File: config.mk
export PLATFORM = sky130hd
export DESIGN_NAME = irCapture
export DESIGN_NICKNAME = d
export VERILOG_FILES = /design/src/irCapturePkg.sv /design/src/pixelClkSync.sv /design/src/headerMatcher.sv /design/src/captureControl.sv /design/src/ramWriter.sv /design/src/irCapture.sv
export SDC_FILE = /design/constraint.sdc
export NUM_CORES = 1
export LEC_CHECK = 0
export ABC_AREA = 1
export BUFFER_PORTS_ARGS = -buffer_cell sky130_fd_sc_hd__buf_2
export CORE_ASPECT_RATIO = 1.5
export CORE_MARGIN = 2
export CORE_UTILIZATION = 65
export CTS_BUF_LIST = sky130_fd_sc_hd__clkbuf_4
export CTS_CLUSTER_DIAMETER = 120
export CTS_CLUSTER_SIZE = 40
export DETAILED_ROUTE_END_ITERATION = 12
export PLACE_DENSITY = 0.86
export SETUP_SLACK_MARGIN = 0.2
export SLEW_MARGIN = 20
export SYNTH_ARGS = -nofsm -noshare
export SYNTH_HDL_FRONTEND = slang
export SYNTH_SLANG_ARGS = --single-unit
export TNS_END_PERCENT = 5
File: constraint.sdc
create_clock -name iClk -period 3.54 [get_ports iClk]
set_input_delay 0.708 -clock iClk [delete_from_list [all_inputs] [get_ports iClk]]
set_output_delay 0.708 -clock iClk [all_outputs]
set_load 0.05 [all_outputs]
File: src/irCapturePkg.sv
`default_nettype none

package irCapturePkg;

    //////////////////////////////////////////////////////////////////////
    // Bus widths.
    //////////////////////////////////////////////////////////////////////
    localparam int ByteW = 8;               // Sensor parallel data width.
    localparam int WordW = 2 * ByteW;       // RAM word, two pixel bytes.
    localparam int AddrW = 14;              // RAM address width.

    //////////////////////////////////////////////////////////////////////
    // Frame geometry. Full sensor is 512 words by 192 lines.
    //////////////////////////////////////////////////////////////////////
    localparam int LineWords = 16;          // Words written per line.
    localparam int FrameLines = 4;          // Lines per frame.
    localparam int LineCntW = $clog2(FrameLines); // Line counter width.

    // Sync header prefix, always FF 00 00 before the tag byte.
    localparam logic [ByteW-1:0] SyncByte0 = 8'hFF;
    localparam logic [ByteW-1:0] SyncByte1 = 8'h00;
    localparam logic [ByteW-1:0] SyncByte2 = 8'h00;

    // Tag byte that closes each header.
    typedef enum logic [ByteW-1:0] {
        FrameTagA = 8'hB6,                  // First frame header.
        FrameTagB = 8'hAB,                  // Second frame header.
        LineTagA  = 8'h9D,                  // First line header.
        LineTagB  = 8'h80                   // Second line header, pixels follow.
    } headerTagT;

    // Capture FSM states.
    typedef enum logic [2:0] {
        WaitRamInit,                        // Hold until RAM init is done.
        SeekFrameA,
        SeekFrameB,
        SeekLineA,
        SeekLineB,
        CaptureLine,                        // Pixel bytes go to the RAM writer.
        LineEnd,                            // Count the finished line.
        FrameEnd
    } captureStateT;

endpackage

`default_nettype wire

File: src/pixelClkSync.sv
`timescale 1ns/1ps
`default_nettype none

module pixelClkSync import irCapturePkg::*; (
    input  wire              iClk,
    input  wire              iRst_N,
    input  wire              iEn,        // Low stops byte sampling.
    input  wire              iIrPclk,    // Sensor pixel clock, asynchronous.
    input  wire [ByteW-1:0]  iIrData,    // Sensor data, stable at pclk rise.
    output logic             byteValid,  // One-cycle strobe per sampled byte.
    output logic [ByteW-1:0] byteData
);

    logic [1:0]       pclkSync;          // Two-flop synchronizer chain.
    logic             pclkPrev;          // Last synchronized level.
    logic [ByteW-1:0] dataSync0;
    logic [ByteW-1:0] dataSync1;
    logic             pclkRise;

    // Pixel clock into the system domain.
    always_ff @(posedge iClk or negedge iRst_N) begin
        if (!iRst_N) begin
            pclkSync <= 2'b00;
            pclkPrev <= 1'b0;
        end else begin
            pclkSync <= {pclkSync[0], iIrPclk};
            pclkPrev <= pclkSync[1];
        end
    end

    // Data bits take the same two stages, so they line up with the edge.
    always_ff @(posedge iClk) begin
        dataSync0 <= iIrData;
        dataSync1 <= dataSync0;
    end

    assign pclkRise = pclkSync[1] && !pclkPrev; // Rising edge seen.

    // Sample one byte per edge, strobe lands on the third iClk edge.
    always_ff @(posedge iClk or negedge iRst_N) begin
        if (!iRst_N) begin
            byteValid <= 1'b0;
            byteData  <= '0;
        end else begin
            byteValid <= pclkRise && iEn;
            if (pclkRise && iEn) begin
                byteData <= dataSync1;   // Latch the synchronized byte.
            end
        end
    end

endmodule

`default_nettype wire

File: src/headerMatcher.sv
`timescale 1ns/1ps
`default_nettype none

module headerMatcher import irCapturePkg::*; (
    input  wire             iClk,
    input  wire             iRst_N,
    input  wire             byteValid,
    input  wire [ByteW-1:0] byteData,
    input  wire headerTagT  expectTag,   // Tag the controller is looking for.
    output logic            headerHit    // Current byte closes the header.
);

    // Last three bytes, histOld is the earliest.
    logic [ByteW-1:0] histOld;
    logic [ByteW-1:0] histMid;
    logic [ByteW-1:0] histNew;
    logic             prefixOk;

    always_ff @(posedge iClk or negedge iRst_N) begin
        if (!iRst_N) begin
            histOld <= '0;
            histMid <= '0;
            histNew <= '0;
        end else if (byteValid) begin
            histOld <= histMid;          // Shift one byte along.
            histMid <= histNew;
            histNew <= byteData;
        end
    end

    // FF 00 00 already seen.
    assign prefixOk = (histOld == SyncByte0) && (histMid == SyncByte1)
                   && (histNew == SyncByte2);

    assign headerHit = byteValid && prefixOk && (byteData == expectTag);

    //////////////////////////////////////////////////////////////////////
    // Checks.
    //////////////////////////////////////////////////////////////////////

    // A hit sits on a single-cycle byte strobe from the input stage.
    assert property (@(posedge iClk) disable iff (!iRst_N)
        headerHit |-> byteValid && !$past(byteValid))
        else $error("headerHit without a fresh byte strobe");

endmodule

`default_nettype wire

File: src/captureControl.sv
`timescale 1ns/1ps
`default_nettype none

module captureControl import irCapturePkg::*; (
    input  wire        iClk,
    input  wire        iRst_N,
    input  wire        iRamInitDone,     // Level from the RAM initializer.
    input  wire        headerHit,
    input  wire        lineFull,         // Writer finished the line.
    output headerTagT  expectTag,
    output logic       captureEn,        // Pixel bytes go to the RAM.
    output logic       oCapFrameStart,
    output logic       oCapLineDone,
    output logic       oCapFrameDone
);

    captureStateT        state;
    logic [LineCntW-1:0] lineCnt;        // Lines finished in this frame.

    // Tag to seek follows the state.
    always_comb begin
        case (state)
            SeekFrameB: expectTag = FrameTagB;
            SeekLineA:  expectTag = LineTagA;
            SeekLineB:  expectTag = LineTagB;
            default:    expectTag = FrameTagA;
        endcase
    end

    assign captureEn = (state == CaptureLine);

    //////////////////////////////////////////////////////////////////////
    // Frame and line FSM.
    //////////////////////////////////////////////////////////////////////
    always_ff @(posedge iClk or negedge iRst_N) begin
        if (!iRst_N) begin
            state          <= WaitRamInit;
            lineCnt        <= '0;
            oCapFrameStart <= 1'b0;
            oCapLineDone   <= 1'b0;
            oCapFrameDone  <= 1'b0;
        end else begin
            oCapFrameStart <= 1'b0;      // Pulses last one cycle.
            oCapLineDone   <= 1'b0;
            oCapFrameDone  <= 1'b0;
            case (state)
                WaitRamInit: begin
                    if (iRamInitDone) state <= SeekFrameA;
                end
                SeekFrameA: begin
                    if (headerHit) begin
                        state          <= SeekFrameB;
                        oCapFrameStart <= 1'b1; // New frame begins.
                        lineCnt        <= '0;
                    end
                end
                SeekFrameB: begin
                    if (headerHit) state <= SeekLineA;
                end
                SeekLineA: begin
                    if (headerHit) state <= SeekLineB;
                end
                SeekLineB: begin
                    if (headerHit) state <= CaptureLine; // Pixels follow.
                end
                CaptureLine: begin
                    if (lineFull) begin
                        state        <= LineEnd;
                        oCapLineDone <= 1'b1;
                    end
                end
                LineEnd: begin
                    if (lineCnt == LineCntW'(FrameLines - 1)) begin
                        state         <= FrameEnd;
                        oCapFrameDone <= 1'b1; // Last line of the frame.
                        lineCnt       <= '0;
                    end else begin
                        state   <= SeekLineA;
                        lineCnt <= lineCnt + 1'b1;
                    end
                end
                FrameEnd: state <= SeekFrameA; // Wait for the next frame.
                default:  state <= WaitRamInit;
            endcase
        end
    end

    //////////////////////////////////////////////////////////////////////
    // Checks.
    //////////////////////////////////////////////////////////////////////

    // The writer only closes a line that is being captured.
    assert property (@(posedge iClk) disable iff (!iRst_N)
        lineFull |-> captureEn)
        else $error("lineFull outside a captured line");

endmodule

`default_nettype wire

File: src/ramWriter.sv
`timescale 1ns/1ps
`default_nettype none

module ramWriter import irCapturePkg::*; (
    input  wire              iClk,
    input  wire              iRst_N,
    input  wire              byteValid,
    input  wire [ByteW-1:0]  byteData,
    input  wire              captureEn,  // Accept bytes only while high.
    output logic             oWrWhich,   // Selects RAM 0 or RAM 1.
    output logic [AddrW-1:0] oWrAddr,
    output logic [WordW-1:0] oWrData,
    output logic             oWrEn,
    output logic             lineFull    // One-cycle pulse at line end.
);

    logic             bytePhase;         // High while the first byte is held.
    logic [ByteW-1:0] hiByte;            // First byte of the pair.
    logic             byteTake;

    assign byteTake = byteValid && captureEn;

    // First byte of each pair.
    always_ff @(posedge iClk) begin
        if (byteTake && !bytePhase) begin
            hiByte <= byteData;
        end
    end

    //////////////////////////////////////////////////////////////////////
    // Word assembly and RAM write port.
    //////////////////////////////////////////////////////////////////////
    always_ff @(posedge iClk or negedge iRst_N) begin
        if (!iRst_N) begin
            bytePhase <= 1'b0;
            oWrWhich  <= 1'b0;           // First line goes to RAM 0.
            oWrAddr   <= '0;
            oWrData   <= '0;
            oWrEn     <= 1'b0;
            lineFull  <= 1'b0;
        end else begin
            oWrEn    <= 1'b0;
            lineFull <= 1'b0;
            if (!captureEn) begin
                bytePhase <= 1'b0;       // Each line starts on a pair boundary.
            end else if (byteValid) begin
                bytePhase <= !bytePhase;
            end
            if (byteTake && bytePhase) begin
                oWrEn   <= 1'b1;
                oWrData <= {hiByte, byteData}; // First byte high.
            end
            // Address moves on after each write.
            if (oWrEn) begin
                if (oWrAddr == AddrW'(LineWords - 1)) begin
                    oWrAddr  <= '0;
                    oWrWhich <= !oWrWhich; // Next line to the other RAM.
                    lineFull <= 1'b1;
                end else begin
                    oWrAddr <= oWrAddr + 1'b1;
                end
            end
        end
    end

    //////////////////////////////////////////////////////////////////////
    // Checks.
    //////////////////////////////////////////////////////////////////////

    // Writes land only while the controller holds the line open.
    assert property (@(posedge iClk) disable iff (!iRst_N)
        oWrEn |-> captureEn)
        else $error("oWrEn while captureEn is low");

endmodule

`default_nettype wire

File: src/irCapture.sv
`timescale 1ns/1ps
`default_nettype none

module irCapture import irCapturePkg::*; (
    input  wire              iClk,
    input  wire              iRst_N,
    input  wire              iEn,
    input  wire              iIrPclk,
    input  wire [ByteW-1:0]  iIrData,
    input  wire              iRamInitDone,
    output logic             oCapFrameStart,
    output logic             oCapFrameDone,
    output logic             oCapLineDone,
    output logic             oWrWhich,
    output logic [AddrW-1:0] oWrAddr,
    output logic [WordW-1:0] oWrData,
    output logic             oWrEn
);

    logic             byteValid;         // Sampled byte strobe.
    logic [ByteW-1:0] byteData;
    headerTagT        expectTag;
    logic             headerHit;
    logic             captureEn;
    logic             lineFull;

    pixelClkSync i_pixelClkSync (
        .iClk      (iClk),
        .iRst_N    (iRst_N),
        .iEn       (iEn),
        .iIrPclk   (iIrPclk),
        .iIrData   (iIrData),
        .byteValid (byteValid),
        .byteData  (byteData)
    );

    headerMatcher i_headerMatcher (
        .iClk      (iClk),
        .iRst_N    (iRst_N),
        .byteValid (byteValid),
        .byteData  (byteData),
        .expectTag (expectTag),
        .headerHit (headerHit)
    );

    captureControl i_captureControl (
        .iClk           (iClk),
        .iRst_N         (iRst_N),
        .iRamInitDone   (iRamInitDone),
        .headerHit      (headerHit),
        .lineFull       (lineFull),
        .expectTag      (expectTag),
        .captureEn      (captureEn),
        .oCapFrameStart (oCapFrameStart),
        .oCapLineDone   (oCapLineDone),
        .oCapFrameDone  (oCapFrameDone)
    );

    ramWriter i_ramWriter (
        .iClk      (iClk),
        .iRst_N    (iRst_N),
        .byteValid (byteValid),
        .byteData  (byteData),
        .captureEn (captureEn),
        .oWrWhich  (oWrWhich),
        .oWrAddr   (oWrAddr),
        .oWrData   (oWrData),
        .oWrEn     (oWrEn),
        .lineFull  (lineFull)
    );

endmodule

`default_nettype wire

==> reports/results.ini <==
[logic_synthesis]
ys_async_sr_fraction_pct = 76.5
dominant_combinational_cell_family_by_area_after_synthesis = simple AND/OR/NAND/NOR gates
ys.flop_type = dfrtp_1
synthSimpleGateAreaFrac_pct = 24.4
synth_common_cells = nand2_1, dfrtp_1, inv_1, o21ai_0, nor2_1
synthesis.instances = 432
yosysWarningCount = 0
synthesis.area_per_instance_um2 = 9.56
synth_fp_nets = 447
synth_top_area_share_pct = 47.2
netlist_area_mm2 = 0.00413
post_synth_num_cell_types = 37
synthDominantAreaCellType = dfrtp_1
yosys_register_bits = 102
yosysSeqAreaShare_pct = 60.8
fraction_of_synthesized_area_in_multiplexers_pct = 0
synthMostInstantiatedCell = nand2_1
synth_enable_flop_cells = 8
adder_cell_area_share_of_the_yosys_netlist_pct = 0.606
synth_compound_area_share_pct = 5.09
synthXorXnorAreaFrac_pct = 2.76
yosys-top-cells-area = dfrtp_1, nand2_1, dfxtp_1

[clock_network]
cts_sinks = 102
tritoncts_clock_tree = done
clock_tree.htree_level_count = 3
root_buffer = clkbuf_4
clk-insertion-delay-late_ps = 430
clockBufferDepth = 2
cts_hold_buf = 0
cts_setup_buffers = 0
cts.repair.resized = 0
clk_pin_slew_worst_paths_ps = 130
numCtsBuffers = 9

[timing]
layout_worst_path_cycle_share_pct = 58.3
clock-skew-final_ps = 17.6
slew_violations = 0
slew_headroom_pct = 37.6
grt_setup_unrepaired = false
finalWorstPathRequiredPeriod_ps = 2060
maxClockFrequency_mhz = 485
setup_violating_endpoint_count_in_the_final_report = 0
worstMarginPinSlew_ps = 936
hold_viol = 0
finalSetupTns_ps = 0

[route]
route.detailed.vias_per_inst = 5.34
first_iter_violations = 160
route.detailed.wl_per_inst_um = 13.9
drt_pass1_iterations = 5
route.antenna.remaining_nets = 0
drt_wl_total_um = 7800
drc = 0
vias = 2985

[pwr]
worst_ir_drop_vdd_uv = 365
power_density_mw_per_mm2 = 451
fin_total_pwr_mw = 2.04
leakagePower_nw = 2.31

[job]
cap_violations = 0

[critical_path]
worstPathRequired_ps = 2830
r2r.worst_path.cells = 7
crit_path_cells = buf_2
cpLargestDelayFamily = flip-flops
critical_path_cell_count = 1
worstSetupStartpointType = register
critPathMaxFanout = 11
critical_path.endpoint_type = output port
r2r-start = i_pixelClkSync.byteValid
critical-path-max-stage-delay_ps = 600
worst-r2r-setup-slack_ps = 1530
rr_endpoint = i_ramWriter.oWrData[11]
critical_path_class = reg2out
critical_path_arrival_ps = 1350
timing.critical_path.buf_inv = 1
timing.critical_path.slowest_stage_cell = dfrtp_1

[final_layout]
nNetsFinal = 495
final_layout_size_suffix_gt1_share_pct = 19.6
insertedDiodeCount = 0
fillCellCount = 443
ff_latch_area_mm2 = 0.00251
multi_input_logic_area_mm2 = 0.00136
synthToLayoutAreaGrowth_pct = 9.33

[floorplanning]
fp-row-count = 35
dieWidth_um = 69.1
boundaryPins = 48
die_area_mm2 = 0.00702
die_height_um = 102
core_area_mm2 = 0.00613
initial_utilization_pct = 67.4

[outcome]
run_status = completed

[worst_hold_path]
worstHoldPathType = reg2reg
min_delay_path_depth = 0
timing.hold.worst.start = i_pixelClkSync.dataSync0[2]
min_to = i_pixelClkSync.dataSync1[2]

[global_route]
grt_overflow_total = 0
grt_antenna_before_repair = 0
grt_pass1_vias = 3019
all_layer_gr_usage_pct = 24.1
grt_start_max_net_pins = 79
grt_first_pass_wirelength_um = 13300

[place]
place.gp.congestion = 0.954
total_of_buffers_placed_on_input_and_output_ports = 47
hpwlAfterDp_um = 5720

-- cell type report --
| type | count | share of cell area, % |
|---|---|---|
| Sequential cell | 102 | 55.6 |
| Inverter | 50 | 4.21 |
| Clock inverter | 5 | 0.776 |
| Tap cell | 74 | 2.05 |
| Clock buffer | 11 | 1.83 |
| Timing Repair Buffer | 48 | 5.43 |
| Multi-Input combinational cell | 269 | 30.1 |
-- state kept, by name (all words and copies together), names as in the netlist, 2 cells and up --
signal	cells
i_headerMatcher.histOld	8
i_headerMatcher.histNew	8
i_ramWriter.oWrData	16
i_captureControl.lineCnt	2
i_captureControl.state	3
i_pixelClkSync.byteData	8
i_headerMatcher.histMid	8
i_pixelClkSync.dataSync0	8
i_pixelClkSync.pclkSync	2
i_ramWriter.oWrAddr	14
i_pixelClkSync.dataSync1	8
i_ramWriter.hiByte	8
-- cells in the final DEF, fill, tap and decap left out, types with 3 or more instances in the layout --
cell | Yosys | final
dfrtp_1 | 78 | 78
buf_2 | 2 | 46
o21ai_0 | 30 | 30
nand3_1 | 23 | 23
nand2_2 | 9 | 9
nand4_1 | 13 | 13
nor2_1 | 28 | 28
inv_1 | 43 | 43
clkbuf_4 | 0 | 11
nand3_2 | 3 | 3
nor2_4 | 3 | 3
inv_2 | 6 | 6
edfxtp_1 | 8 | 8
nor3_1 | 6 | 6
dfxtp_1 | 16 | 16
xor2_1 | 12 | 12
o21ai_1 | 6 | 6
nand2_1 | 116 | 116
-- power breakdown --
group          internal, mW  total [mW]  switching (mW)
Combinational        0.0603       0.188           0.128
Sequential             1.26        1.33          0.0692
Clock                 0.163       0.514           0.352
Total                  1.49        2.04           0.548
-- worst max-delay path by stage --
stage	startpoint	endpoint	slack (ps)
finish	i_ramWriter.oWrEn	oWrEn	1480
global route	i_pixelClkSync.byteValid	i_ramWriter.oWrData[8]	1300
CTS	i_ramWriter.oWrEn	oWrEn	1460
detailed placement	i_pixelClkSync.byteValid	i_ramWriter.oWrData[9]	1560
global placement	i_pixelClkSync.byteValid	i_ramWriter.oWrData[13]	1660
floorplan	i_ramWriter.oWrEn	i_ramWriter.oWrAddr[12]	1790
-- through the flow --
step	instance area [um^2]	hold slack (ps)	cells	worst slack, ps	utilization, %
after detailed placement	4400	315	543	1560	71.8
after global routing	4520	326	559	1300	73.7
final	4520	340	559	1480	73.7
after floorplan	4130	310	432	1790	-
after global placement	4400	310	543	1660	71.8
after CTS	4520	341	559	1460	73.7
-- metal layers --
metal	global-route usage (%)	wire (um)	part of all wire [%]	up-vias
li1	-	-	-	1466
met1	27.7	3110	40	1395
met2	43.1	4130	53	103
met3	4.38	314	4.0	21
met4	12.2	244	3.1	0
met5	0	0	0	-
-- kinds of logic (layout without fill, tap and decap cells) --
group           Yosys count  in the layout
flops                   102            102
xor+xnor                 13             13
compound gates           40             40
buf+inv                  61            114
fa+ha+maj                 2              2
simple gates            214            214
No activity file was read; power rests on OpenSTA's default activity.
